File: config.mk
export PLATFORM = sky130hd
export DESIGN_NAME = ahb_master_mux
export DESIGN_NICKNAME = d
export VERILOG_FILES = /design/src/hdl/ahb_mux_pkg.sv /design/src/hdl/ahb_arbiter.sv /design/src/hdl/ahb_bus_mux.sv /design/src/hdl/ahb_input_stage.sv /design/src/hdl/ahb_master_mux.sv
export SDC_FILE = /design/constraint.sdc
export NUM_CORES = 1
export LEC_CHECK = 0
export ABC_AREA = 1
export BUFFER_PORTS_ARGS = -buffer_cell sky130_fd_sc_hd__buf_4
export CORE_AREA = 4 4 165 167
export CTS_BUF_LIST = sky130_fd_sc_hd__clkbuf_2 sky130_fd_sc_hd__clkbuf_4 sky130_fd_sc_hd__clkbuf_8
export DETAILED_ROUTE_END_ITERATION = 7
export DIE_AREA = 0 0 169 171
export GPL_ROUTABILITY_DRIVEN = 0
export PLACE_DENSITY = 0.58
export RECOVER_POWER = 100
export SYNTH_ARGS = -nofsm -noshare
export SYNTH_HDL_FRONTEND = slang
export SYNTH_SLANG_ARGS = --single-unit
File: constraint.sdc
create_clock -name HCLK -period 4.1 [get_ports HCLK]
set_clock_uncertainty 0.15 [all_clocks]
set_input_delay 0.41 -clock HCLK [delete_from_list [all_inputs] [get_ports HCLK]]
set_output_delay 0.41 -clock HCLK [all_outputs]
set_load 0.005 [all_outputs]
File: src/hdl/ahb_mux_pkg.sv
/* AHB master multiplexer shared definitions
   Bus geometry, transfer types and port select encodings */
package ahb_mux_pkg;

  // -------------------------------------------------------------------
  // Bus geometry
  // -------------------------------------------------------------------
  localparam int addr_w    = 32;
  localparam int size_w    = 3;
  localparam int num_ports = 3;

  // -------------------------------------------------------------------
  // Encodings
  // -------------------------------------------------------------------
  // HTRANS as defined by AHB
  typedef enum logic [1:0] {
    trans_idle   = 2'b00,
    trans_busy   = 2'b01,
    trans_nonseq = 2'b10,
    trans_seq    = 2'b11
  } htrans_t;

  // Owner of the current address phase
  typedef enum logic [1:0] {
    master_0    = 2'b00,
    master_1    = 2'b01,
    master_2    = 2'b10,
    master_none = 2'b11
  } hmaster_t;

  // Port select, bit i is port i
  // All zeros when no port owns the bus
  typedef logic [num_ports-1:0] grant_t;

endpackage
File: src/hdl/ahb_arbiter.sv
/* AHB master multiplexer arbiter
   Fixed priority for port 2, round robin for ports 0 and 1 */
`timescale 1ns/1ps

module ahb_arbiter (
  input  logic                              HCLK,
  input  logic                              HRESETn,
  input  logic [ahb_mux_pkg::num_ports-1:0] req,
  // Address phase as seen on the slave side
  input  logic                              mux_sel,
  input  logic [1:0]                        mux_trans,
  input  logic                              mux_lock,
  input  logic                              mux_ready,
  input  logic                              hreadyout_m,
  output ahb_mux_pkg::grant_t               addr_grant,
  output ahb_mux_pkg::grant_t               data_grant,
  output logic                              data_active
);

  logic                stall_now;
  logic                stall_reg;
  logic                lock_now;
  logic                lock_reg;
  logic                rr_reg;
  logic                next_rr;
  ahb_mux_pkg::grant_t last_grant;

  // -------------------------------------------------------------------
  // Grant retention
  // -------------------------------------------------------------------
  // Transfer announced while HREADY low, must stay on the bus
  assign stall_now = mux_sel & mux_trans[1] & ~mux_ready;
  // Locked address phase, sampled only when accepted
  assign lock_now  = mux_sel & mux_lock;

  always_ff @(posedge HCLK or negedge HRESETn)
  begin
    if (!HRESETn)
    begin
      stall_reg  <= 1'b0;
      last_grant <= '0;
    end
    else
    begin
      stall_reg  <= stall_now;
      last_grant <= addr_grant;
    end
  end

  always_ff @(posedge HCLK or negedge HRESETn)
  begin
    if (!HRESETn)
      lock_reg <= 1'b0;
    else if (mux_ready)
      lock_reg <= lock_now;
  end

  // -------------------------------------------------------------------
  // Round robin state between ports 0 and 1
  // -------------------------------------------------------------------
  // Set when port 1 wins, cleared when port 0 wins
  // Unchanged while port 2 or nobody owns the bus
  assign next_rr = addr_grant[1] | (rr_reg & ~addr_grant[0]);

  always_ff @(posedge HCLK or negedge HRESETn)
  begin
    if (!HRESETn)
      rr_reg <= 1'b0;
    else if (mux_ready)
      rr_reg <= next_rr;
  end

  // -------------------------------------------------------------------
  // Address phase grant
  // -------------------------------------------------------------------
  always_comb
  begin
    if (stall_reg | lock_reg)
      addr_grant = last_grant;
    else if (req[2])
      addr_grant = 3'b100;
    else if (req[1:0] == 2'b11)
      // Port not chosen last goes next
      addr_grant = {1'b0, ~rr_reg, rr_reg};
    else
      addr_grant = req;
  end

  // -------------------------------------------------------------------
  // Data phase tracking
  // -------------------------------------------------------------------
  always_ff @(posedge HCLK or negedge HRESETn)
  begin
    if (!HRESETn)
    begin
      data_grant  <= '0;
      data_active <= 1'b0;
    end
    else if (mux_ready)
    begin
      data_grant  <= addr_grant;
      data_active <= mux_sel & mux_trans[1];
    end
  end

  assert property (@(posedge HCLK) disable iff (!HRESETn)
    $onehot0(addr_grant) && $onehot0(data_grant));

  // Slave wait state always reaches the bus HREADY
  assert property (@(posedge HCLK) disable iff (!HRESETn)
    !hreadyout_m |-> !mux_ready);

endmodule

File: src/hdl/ahb_bus_mux.sv
/* AHB master multiplexer datapath
   Selects address, control and write data and drives HREADY to the slave */
`timescale 1ns/1ps

module ahb_bus_mux #(
  parameter int data_width = 32
) (
  input  ahb_mux_pkg::grant_t             addr_grant,
  input  ahb_mux_pkg::grant_t             data_grant,
  input  logic                            data_active,
  // Port 0
  input  logic                            ips_sel_s0,
  input  logic [ahb_mux_pkg::addr_w-1:0]  ips_addr_s0,
  input  ahb_mux_pkg::htrans_t            ips_trans_s0,
  input  logic [ahb_mux_pkg::size_w-1:0]  ips_size_s0,
  input  logic                            ips_write_s0,
  input  logic                            ips_lock_s0,
  input  logic                            ips_ready_s0,
  input  logic [data_width-1:0]           hwdata_s0,
  // Port 1
  input  logic                            ips_sel_s1,
  input  logic [ahb_mux_pkg::addr_w-1:0]  ips_addr_s1,
  input  ahb_mux_pkg::htrans_t            ips_trans_s1,
  input  logic [ahb_mux_pkg::size_w-1:0]  ips_size_s1,
  input  logic                            ips_write_s1,
  input  logic                            ips_lock_s1,
  input  logic                            ips_ready_s1,
  input  logic [data_width-1:0]           hwdata_s1,
  // Port 2
  input  logic                            ips_sel_s2,
  input  logic [ahb_mux_pkg::addr_w-1:0]  ips_addr_s2,
  input  ahb_mux_pkg::htrans_t            ips_trans_s2,
  input  logic [ahb_mux_pkg::size_w-1:0]  ips_size_s2,
  input  logic                            ips_write_s2,
  input  logic                            ips_lock_s2,
  input  logic                            ips_ready_s2,
  input  logic [data_width-1:0]           hwdata_s2,
  input  logic                            hreadyout_m,
  // Slave side
  output logic                            hsel_m,
  output logic [ahb_mux_pkg::addr_w-1:0]  haddr_m,
  output ahb_mux_pkg::htrans_t            htrans_m,
  output logic [ahb_mux_pkg::size_w-1:0]  hsize_m,
  output logic                            hwrite_m,
  output logic                            hmastlock_m,
  output logic                            hready_m,
  output logic [data_width-1:0]           hwdata_m,
  output ahb_mux_pkg::hmaster_t           hmaster
);

  logic sel_ready;

  // -------------------------------------------------------------------
  // Address phase select
  // -------------------------------------------------------------------
  always_comb
  begin
    hsel_m      = 1'b0;
    haddr_m     = '0;
    htrans_m    = ahb_mux_pkg::trans_idle;
    hsize_m     = '0;
    hwrite_m    = 1'b0;
    hmastlock_m = 1'b0;
    // Nothing granted, bus is free to move
    sel_ready   = 1'b1;
    hmaster     = ahb_mux_pkg::master_none;
    case (addr_grant)
      3'b001:
      begin
        hsel_m      = ips_sel_s0;
        haddr_m     = ips_addr_s0;
        htrans_m    = ips_trans_s0;
        hsize_m     = ips_size_s0;
        hwrite_m    = ips_write_s0;
        hmastlock_m = ips_lock_s0;
        sel_ready   = ips_ready_s0;
        hmaster     = ahb_mux_pkg::master_0;
      end
      3'b010:
      begin
        hsel_m      = ips_sel_s1;
        haddr_m     = ips_addr_s1;
        htrans_m    = ips_trans_s1;
        hsize_m     = ips_size_s1;
        hwrite_m    = ips_write_s1;
        hmastlock_m = ips_lock_s1;
        sel_ready   = ips_ready_s1;
        hmaster     = ahb_mux_pkg::master_1;
      end
      3'b100:
      begin
        hsel_m      = ips_sel_s2;
        haddr_m     = ips_addr_s2;
        htrans_m    = ips_trans_s2;
        hsize_m     = ips_size_s2;
        hwrite_m    = ips_write_s2;
        hmastlock_m = ips_lock_s2;
        sel_ready   = ips_ready_s2;
        hmaster     = ahb_mux_pkg::master_2;
      end
      default:
      begin
        hsel_m = 1'b0;
      end
    endcase
  end

  // Slave owns HREADY during a real data phase
  assign hready_m = data_active ? hreadyout_m : sel_ready;

  // -------------------------------------------------------------------
  // Write data follows the data phase owner
  // -------------------------------------------------------------------
  always_comb
  begin
    case (data_grant)
      3'b001:  hwdata_m = hwdata_s0;
      3'b010:  hwdata_m = hwdata_s1;
      3'b100:  hwdata_m = hwdata_s2;
      default: hwdata_m = '0;
    endcase
  end

endmodule

File: src/hdl/ahb_input_stage.sv
/* AHB master port input stage
   Holds an address phase that cannot be forwarded and returns wait states */
`timescale 1ns/1ps

module ahb_input_stage #(
  parameter int data_width = 32
) (
  input  logic                            HCLK,
  input  logic                            HRESETn,
  // Master side address phase
  input  logic                            hsel,
  input  logic [ahb_mux_pkg::addr_w-1:0]  haddr,
  input  ahb_mux_pkg::htrans_t            htrans,
  input  logic [ahb_mux_pkg::size_w-1:0]  hsize,
  input  logic                            hwrite,
  input  logic                            hready,
  input  logic                            hmastlock,
  // Grants for this port
  input  logic                            addr_grant_bit,
  input  logic                            data_grant_bit,
  // Slave response
  input  logic                            hreadyout_m,
  input  logic                            hresp_m,
  // Effective address phase towards the mux
  output logic                            req,
  output logic                            ips_sel,
  output logic [ahb_mux_pkg::addr_w-1:0]  ips_addr,
  output ahb_mux_pkg::htrans_t            ips_trans,
  output logic [ahb_mux_pkg::size_w-1:0]  ips_size,
  output logic                            ips_write,
  output logic                            ips_lock,
  output logic                            ips_ready,
  // Response back to the master
  output logic                            hreadyout,
  output logic                            hresp
);

  logic                           trans_valid;
  logic                           input_hold;
  logic                           hold_active;
  logic                           forwarded;
  logic [ahb_mux_pkg::addr_w-1:0] addr_reg;
  ahb_mux_pkg::htrans_t           trans_reg;
  logic [ahb_mux_pkg::size_w-1:0] size_reg;
  logic                           write_reg;
  logic                           lock_reg;

  // -------------------------------------------------------------------
  // Request detect and hold control
  // -------------------------------------------------------------------
  // NONSEQ or SEQ accepted from the master
  assign trans_valid = hsel & htrans[1] & hready;
  // Address phase goes out on the slave side this cycle
  assign forwarded   = addr_grant_bit & hreadyout_m;
  assign input_hold  = trans_valid & ~forwarded;
  assign req         = trans_valid | hold_active;

  always_ff @(posedge HCLK or negedge HRESETn)
  begin
    if (!HRESETn)
      hold_active <= 1'b0;
    else
      hold_active <= input_hold | (hold_active & ~forwarded);
  end

  // Capture the address phase that lost arbitration
  always_ff @(posedge HCLK)
  begin
    if (input_hold)
    begin
      addr_reg  <= haddr;
      trans_reg <= htrans;
      size_reg  <= hsize;
      write_reg <= hwrite;
      lock_reg  <= hmastlock;
    end
  end

  // Buffered values replace the live bus while holding
  assign ips_sel   = hold_active | hsel;
  assign ips_addr  = hold_active ? addr_reg  : haddr;
  assign ips_trans = hold_active ? trans_reg : htrans;
  assign ips_size  = hold_active ? size_reg  : hsize;
  assign ips_write = hold_active ? write_reg : hwrite;
  assign ips_lock  = hold_active ? lock_reg  : hmastlock;
  assign ips_ready = hold_active | hready;

  // -------------------------------------------------------------------
  // Response return
  // -------------------------------------------------------------------
  // Wait while holding, slave ready only when this port owns the data phase
  assign hreadyout = ~hold_active & (data_grant_bit ? hreadyout_m : 1'b1);
  assign hresp     = data_grant_bit ? hresp_m : 1'b0;

  // Buffer only ever fills from a real request
  assert property (@(posedge HCLK) disable iff (!HRESETn)
    $rose(hold_active) |-> $past(trans_valid));

  // A transfer never asks for more than the data bus carries
  assert property (@(posedge HCLK) disable iff (!HRESETn)
    trans_valid |-> ((32'd8 << hsize) <= data_width));

endmodule

File: src/hdl/ahb_master_mux.sv
/* Three port AHB master multiplexer
   Lets three masters share one slave port with priority arbitration */
`timescale 1ns/1ps

module ahb_master_mux #(
  parameter int data_width = 32
) (
  input  logic                            HCLK,
  input  logic                            HRESETn,
  // Master port 0
  input  logic                            hsel_s0,
  input  logic [ahb_mux_pkg::addr_w-1:0]  haddr_s0,
  input  ahb_mux_pkg::htrans_t            htrans_s0,
  input  logic [ahb_mux_pkg::size_w-1:0]  hsize_s0,
  input  logic                            hwrite_s0,
  input  logic                            hready_s0,
  input  logic                            hmastlock_s0,
  input  logic [data_width-1:0]           hwdata_s0,
  output logic                            hreadyout_s0,
  output logic                            hresp_s0,
  output logic [data_width-1:0]           hrdata_s0,
  // Master port 1
  input  logic                            hsel_s1,
  input  logic [ahb_mux_pkg::addr_w-1:0]  haddr_s1,
  input  ahb_mux_pkg::htrans_t            htrans_s1,
  input  logic [ahb_mux_pkg::size_w-1:0]  hsize_s1,
  input  logic                            hwrite_s1,
  input  logic                            hready_s1,
  input  logic                            hmastlock_s1,
  input  logic [data_width-1:0]           hwdata_s1,
  output logic                            hreadyout_s1,
  output logic                            hresp_s1,
  output logic [data_width-1:0]           hrdata_s1,
  // Master port 2, highest priority
  input  logic                            hsel_s2,
  input  logic [ahb_mux_pkg::addr_w-1:0]  haddr_s2,
  input  ahb_mux_pkg::htrans_t            htrans_s2,
  input  logic [ahb_mux_pkg::size_w-1:0]  hsize_s2,
  input  logic                            hwrite_s2,
  input  logic                            hready_s2,
  input  logic                            hmastlock_s2,
  input  logic [data_width-1:0]           hwdata_s2,
  output logic                            hreadyout_s2,
  output logic                            hresp_s2,
  output logic [data_width-1:0]           hrdata_s2,
  // Slave port
  output logic                            hsel_m,
  output logic [ahb_mux_pkg::addr_w-1:0]  haddr_m,
  output ahb_mux_pkg::htrans_t            htrans_m,
  output logic [ahb_mux_pkg::size_w-1:0]  hsize_m,
  output logic                            hwrite_m,
  output logic                            hready_m,
  output logic                            hmastlock_m,
  output logic [data_width-1:0]           hwdata_m,
  output ahb_mux_pkg::hmaster_t           hmaster,
  input  logic                            hreadyout_m,
  input  logic                            hresp_m,
  input  logic [data_width-1:0]           hrdata_m
);

  logic [ahb_mux_pkg::num_ports-1:0] req;
  ahb_mux_pkg::grant_t               addr_grant;
  ahb_mux_pkg::grant_t               data_grant;
  logic                              data_active;
  logic                              ips_sel_s0, ips_sel_s1, ips_sel_s2;
  logic [ahb_mux_pkg::addr_w-1:0]    ips_addr_s0, ips_addr_s1, ips_addr_s2;
  ahb_mux_pkg::htrans_t              ips_trans_s0, ips_trans_s1, ips_trans_s2;
  logic [ahb_mux_pkg::size_w-1:0]    ips_size_s0, ips_size_s1, ips_size_s2;
  logic                              ips_write_s0, ips_write_s1, ips_write_s2;
  logic                              ips_lock_s0, ips_lock_s1, ips_lock_s2;
  logic                              ips_ready_s0, ips_ready_s1, ips_ready_s2;

  // -------------------------------------------------------------------
  // Input stages, one per master
  // -------------------------------------------------------------------
  ahb_input_stage #(.data_width(data_width)) u_stage0 (
    .HCLK(HCLK), .HRESETn(HRESETn),
    .hsel(hsel_s0), .haddr(haddr_s0), .htrans(htrans_s0), .hsize(hsize_s0),
    .hwrite(hwrite_s0), .hready(hready_s0), .hmastlock(hmastlock_s0),
    .addr_grant_bit(addr_grant[0]), .data_grant_bit(data_grant[0]),
    .hreadyout_m(hreadyout_m), .hresp_m(hresp_m), .req(req[0]),
    .ips_sel(ips_sel_s0), .ips_addr(ips_addr_s0), .ips_trans(ips_trans_s0),
    .ips_size(ips_size_s0), .ips_write(ips_write_s0), .ips_lock(ips_lock_s0),
    .ips_ready(ips_ready_s0), .hreadyout(hreadyout_s0), .hresp(hresp_s0)
  );

  ahb_input_stage #(.data_width(data_width)) u_stage1 (
    .HCLK(HCLK), .HRESETn(HRESETn),
    .hsel(hsel_s1), .haddr(haddr_s1), .htrans(htrans_s1), .hsize(hsize_s1),
    .hwrite(hwrite_s1), .hready(hready_s1), .hmastlock(hmastlock_s1),
    .addr_grant_bit(addr_grant[1]), .data_grant_bit(data_grant[1]),
    .hreadyout_m(hreadyout_m), .hresp_m(hresp_m), .req(req[1]),
    .ips_sel(ips_sel_s1), .ips_addr(ips_addr_s1), .ips_trans(ips_trans_s1),
    .ips_size(ips_size_s1), .ips_write(ips_write_s1), .ips_lock(ips_lock_s1),
    .ips_ready(ips_ready_s1), .hreadyout(hreadyout_s1), .hresp(hresp_s1)
  );

  ahb_input_stage #(.data_width(data_width)) u_stage2 (
    .HCLK(HCLK), .HRESETn(HRESETn),
    .hsel(hsel_s2), .haddr(haddr_s2), .htrans(htrans_s2), .hsize(hsize_s2),
    .hwrite(hwrite_s2), .hready(hready_s2), .hmastlock(hmastlock_s2),
    .addr_grant_bit(addr_grant[2]), .data_grant_bit(data_grant[2]),
    .hreadyout_m(hreadyout_m), .hresp_m(hresp_m), .req(req[2]),
    .ips_sel(ips_sel_s2), .ips_addr(ips_addr_s2), .ips_trans(ips_trans_s2),
    .ips_size(ips_size_s2), .ips_write(ips_write_s2), .ips_lock(ips_lock_s2),
    .ips_ready(ips_ready_s2), .hreadyout(hreadyout_s2), .hresp(hresp_s2)
  );

  // -------------------------------------------------------------------
  // Arbitration and slave side multiplexing
  // -------------------------------------------------------------------
  ahb_arbiter u_arbiter (
    .HCLK(HCLK), .HRESETn(HRESETn), .req(req),
    .mux_sel(hsel_m), .mux_trans(htrans_m), .mux_lock(hmastlock_m),
    .mux_ready(hready_m), .hreadyout_m(hreadyout_m),
    .addr_grant(addr_grant), .data_grant(data_grant), .data_active(data_active)
  );

  ahb_bus_mux #(.data_width(data_width)) u_bus_mux (
    .addr_grant(addr_grant), .data_grant(data_grant), .data_active(data_active),
    .ips_sel_s0(ips_sel_s0), .ips_addr_s0(ips_addr_s0), .ips_trans_s0(ips_trans_s0),
    .ips_size_s0(ips_size_s0), .ips_write_s0(ips_write_s0), .ips_lock_s0(ips_lock_s0),
    .ips_ready_s0(ips_ready_s0), .hwdata_s0(hwdata_s0),
    .ips_sel_s1(ips_sel_s1), .ips_addr_s1(ips_addr_s1), .ips_trans_s1(ips_trans_s1),
    .ips_size_s1(ips_size_s1), .ips_write_s1(ips_write_s1), .ips_lock_s1(ips_lock_s1),
    .ips_ready_s1(ips_ready_s1), .hwdata_s1(hwdata_s1),
    .ips_sel_s2(ips_sel_s2), .ips_addr_s2(ips_addr_s2), .ips_trans_s2(ips_trans_s2),
    .ips_size_s2(ips_size_s2), .ips_write_s2(ips_write_s2), .ips_lock_s2(ips_lock_s2),
    .ips_ready_s2(ips_ready_s2), .hwdata_s2(hwdata_s2), .hreadyout_m(hreadyout_m),
    .hsel_m(hsel_m), .haddr_m(haddr_m), .htrans_m(htrans_m), .hsize_m(hsize_m),
    .hwrite_m(hwrite_m), .hmastlock_m(hmastlock_m), .hready_m(hready_m),
    .hwdata_m(hwdata_m), .hmaster(hmaster)
  );

  // Read data goes to every master, response qualifies it
  assign hrdata_s0 = hrdata_m;
  assign hrdata_s1 = hrdata_m;
  assign hrdata_s2 = hrdata_m;

endmodule

# == Yosys cells after proc, flatten, opt, wreduce, memory -nomap -nowiden ==
# Index checks and enable logic that the tools add are counted.
# totals
register_bits,130
input_bits,255
output_inout_bits,177
elab_cells,110
# op_classes
muxes,34
bitwise,45
n_eq_ne,7
# ops
operator,n
32-bit case mux with 3 select lines,2
32-bit 2-to-1 mux,3
1-bit bitwise AND,22
3-bit 2-to-1 mux,5
1-bit OR,14
1-bit 2-to-1 mux,13
1-bit case mux with 3 select lines,4
2-bit case mux with 3 select lines,2
1-bit inverter,9
3-bit case mux with 3 select lines,1
2-bit 2-to-1 mux,4
"3-bit by 1-bit == test with 1-bit output, second input constant",2
"3-bit by 2-bit == test with 1-bit output, second input constant",2
"3-bit == test, second input constant",2
"2-bit == test, second input constant",1

# == Logic depth before layout (Yosys ltp) ==
# depth
ltp_word,12
mapped_depth,15
ltp_nobuf,14

# == Cells and area by module ==
# A second synthesis with hierarchy kept.
# hier_totals
hier_cells,1025
hier_area_um2,8245.4
# by_module_without_submodules
module,cells_each,area_each_um2,instances,seq_area_each_um2
ahb_input_stage,182,1863.0,3,1196.1
ahb_bus_mux,338,1526.5,1,0.0
ahb_master_mux,96,720.7,1,0.0
ahb_arbiter,45,409.1,1,250.2

# == Worst setup path after synthesis ==
# Ideal clock, no wire load.
# synth_timing
kind,input port to flip-flop
startpoint,input hready_s1
endpoint,"register u_stage0.addr_reg[0] (netlist bit), enable pin"
stages,6
setup_time_ps,448
path_buffers,0
slack_ps,707
arrival_time_ps,2795
required_ps,3502
path_cell_list,nand3_1 > nand2_2 > nand2_1 > nand3_4 > nand2_8 > a21oi_1
# synth_between
elab_chain_len,9
# synth_rtl
item,line_no,source
from (decl),ahb_master_mux.sv:28,"input logic hready_s1,"
1-bit bitwise AND,ahb_input_stage.sv:52,assign trans_valid = hsel & htrans[1] & hready;
1-bit OR,ahb_input_stage.sv:56,assign req = trans_valid | hold_active;
2-bit == test,ahb_arbiter.sv:82,else if (req[1:0] == 2'b11)
2-bit 2-to-1 mux,ahb_arbiter.sv:82,
3-bit 2-to-1 mux,ahb_arbiter.sv:80,else if (req[2])
3-bit 2-to-1 mux,ahb_arbiter.sv:78,if (stall_reg | lock_reg)
via u_stage0.addr_grant_bit,ahb_input_stage.sv:19,"input logic addr_grant_bit,"
1-bit bitwise AND,ahb_input_stage.sv:54,assign forwarded = addr_grant_bit & hreadyout_m;
1-bit inverter,ahb_input_stage.sv:55,assign input_hold = trans_valid & ~forwarded;
1-bit bitwise AND,ahb_input_stage.sv:55,
via u_stage0.input_hold,ahb_input_stage.sv:39,logic input_hold;
to (signal assigned),ahb_input_stage.sv:71,addr_reg <= haddr;
to (decl),ahb_input_stage.sv:42,logic [ahb_mux_pkg::addr_w-1:0] addr_reg;
# The timed path passes the listed nets, and every way through them passes these cells.
# A chain may end at the register's enable or synchronous reset.

# == Worst setup path in the final report ==
# layout_timing
startpoint,input htrans_s2[1]
endpoint,output hready_m
# layout_between
elab_chain_len,8
elab_cells_between_ends,10
classes_between,eq/ne: 3; mux: 4; bitwise: 3
# layout_rtl
item,line_no,source
from (decl),ahb_master_mux.sv:37,"input ahb_mux_pkg::htrans_t htrans_s2,"
1-bit bitwise AND (*) (2 in a row),ahb_input_stage.sv:52,
1-bit OR (*),ahb_input_stage.sv:56,
3-bit 2-to-1 mux (*),ahb_arbiter.sv:80,
3-bit 2-to-1 mux (*),ahb_arbiter.sv:78,
via u_stage2.addr_grant_bit,ahb_input_stage.sv:19,
3-bit == test (tied with other cells),ahb_bus_mux.sv:67,case (addr_grant)
1-bit case mux with 3 select lines (*),ahb_bus_mux.sv:67,
1-bit 2-to-1 mux (*),ahb_bus_mux.sv:109,assign hready_m = data_active ? hreadyout_m : sel_ready;
to (decl),ahb_master_mux.sv:52,"output logic hready_m,"
# Mark *: on every way through the listed nets, which the timed path passes. The rest lies on a longest branch.

==> results.yml <==
run_status:
  status: "finished with violations"
  violations: "capacitance limit, slew limit"
clock_tree:
  cts_resized: 0
  clkSinkCount: 130
  clk_pin_slew_ps: 80
  htreeDepth: 4
  root_buffer: "clkbuf_8"
  tritoncts: "yes"
  clock_path_buffers: 2
  insertion_delay_ps: 450
  numCtsBuffers: 17
floorplan:
  die_w_um: 169
  rows: 59
  ioPinCount: 432
  die_h_um: 171
  core_area_um2: 25800
  initial_core_util_pct: 30.7
  die_area_um2: 28900
sta:
  setup_tns_ps: 0
  slew_headroom_pct: -29.5
  setup_viol: 0
  final_max_slew_viol_count: 41
  finalCriticalPeriod_ps: 3670
  period_share_pct: 89.4
  worst_pin_slew_ps: 1940
  fmax_mhz: 273
  finalHoldViolCount: 0
  rsz0062_at_grt: "no"
logic_synthesis:
  synth_mux_area_share_pct: 0
  synth_simple_gate_area_share_pct: 26.4
  syn_avg_cell_area_um2: 8.73
  syn_inst: 906
  synth_compound_area_share_pct: 10.9
  synthAdderAreaFrac_pct: 0
  synth_fp_nets: 1161
  synth-seq-cells: 130
  synth_warnings: 0
  synth_top_family_by_area: "simple AND/OR/NAND/NOR gates"
  yosys.area_share.xor_xnor_pct: 0
  synth.yosys.seq_area_share_pct: 48.6
  syn-cell-area_um2: 7910
  synthDistinctLibCells: 33
global_routing:
  grt_pass1_vias: 7274
  grt_max_degree: 44
  grt.total_usage_pct: 21.6
  grt_overflow: 0
  grt_pass1_wl_mm: 46.7
  antenna_found_initial: 9
drt:
  drc: 0
  drt.antenna.violating_nets: 0
  firstDrtPassIters: 5
  num_vias: 7388
  vias_per_cell: 4.73
  post_drt_wl_per_cell_um: 21.1
  drt_iter0_drc: 524
  routed_wl_mm: 32.9
critical_path:
  end_kind: "primary output"
  worst_r2r_path_depth: 7
  cp.required_ps: 3540
  setup.worst_path.start_class: "input pin"
  cp.arrival_ps: 3110
  path_max_fanout: 18
  crit_type: "input pin to primary output"
cells_and_area:
  fin_util_pct: 42.7
  layout_common_cells: "nand2_1, clkbuf_4, dlygate4sd3_1"
  fill_cells: 2639
  synthToLayoutAreaGrowth_pct: 39.0
  multi_input_area_um2: 2930
  final_common_cell: "nand2_1"
  nets: 1468
  layout-drive-gt1-share_pct: 28.4
  seqCellArea_um2: 3840
  diodes: 0
placement:
  hpwl_mm: 24.0
  portBuffers: 303
run:
  drv_cap: 1
power:
  p_leak_nw: 4.96
  ir_drop_uv: 365
  power_density_nw_per_um2: 607
hold_path:
  hp-class: "input pin to flip-flop"
  whs_path_depth: 2
-- metrics by stage --
step	cell area (µm²)	std cells	hold WS [ps]	total power, W	worst slack [ps]
after floorplan	7910	906	-35.6	0.00403	707
after global placement	9720	1411	115	0.00575	1110
after detailed placement	9720	1411	118	0.00575	1020
after CTS	11300	1560	3.24	0.00701	517
after global routing	11000	1561	56.1	0.00716	204
final	11000	1561	56.7	0.00668	434
-- cells in the mapped netlist (all sizes together) --
master	n	share of area (%)
nand4	4	0.32
or2	7	0.59
nand3	51	3.8
inv	24	1.2
buf	112	11
nor2	12	1.2
dfrtp	13	4.1
a21boi	2	0.19
edfxtp	117	44
clkbuf	32	1.5
a21oi	80	6.6
nor3	2	0.13
nand2	412	20
o21ai	1	0.063
a211o	37	4.1
-- area by class of cell --
class / count / share of cell area [%]
sequential: 130 / 35.0
timing repair buffer: 432 / 30.1
multi-input combinational: 608 / 26.7
tap: 335 / 3.81
clock buffer: 17 / 2.13
clock inverter: 15 / 1.47
inverter: 24 / 0.842
-- worst paths after layout --
| path | from | endpoint | slack (ps) |
|---|---|---|---|
| worst max-delay path | htrans_s2[1] | hready_m | 430 |
| worst min-delay path | hreadyout_m | u_stage0.hold_active | 60 |
| worst max register to register | u_arbiter.lock_reg | u_stage2.addr_reg[21] | 810 |
| worst min register to register | u_arbiter.rr_reg | u_arbiter.rr_reg | 400 |
| max in group asynchronous | HRESETn | u_stage2.hold_active | 2880 |
| min in group asynchronous | HRESETn | u_arbiter.data_active | 380 |
-- cell families (layout without fill, tap and decap cells) --
group | Yosys count | count (layout)
AND/OR/NAND/NOR | 488 | 488
AO/OA/AOI/OAI | 120 | 120
buffers and inverters | 168 | 488
flip-flops | 130 | 130
-- layer usage --
metal	share of wire, %	wire (µm)	track usage, %	up-vias
li1	-	-	-	3529
met1	42	13800	28.9	3425
met2	44	14400	31.0	330
met3	12	3860	10.4	86
met4	2.2	733	6.51	18
met5	0.39	128	0	-
-- worst max-delay path, stage by stage --
cell	delay, ps
dlygate4sd3_1	530
clkbuf_1	200
nand3_1	170
nand3_4	100
nand2_1	200
inv_4	180
nand3_1	130
nor2_4	540
nor2_1	140
nand2_2	130
nand2_4	110
nand2_4	100
inv_2	50
buf_4	130
-- power breakdown --
| group | internal, W | switching, W | total [W] |
|---|---|---|---|
| Combinational | 0.00150 | 0.00235 | 0.00385 |
| Sequential | 0.00158 | 0.000102 | 0.00168 |
| Clock | 0.000511 | 0.000633 | 0.00114 |
| Total | 0.00359 | 0.00308 | 0.00668 |
-- timing repair --
item | 4_1_cts | 5_1_grt
hold buffers | 117 | 1
setup endpoints to repair | 0 | 0
hold endpoints to repair | 129 | 1
setup buffers | 0 | 0
Note: power is estimated with default switching activity, not from simulation.
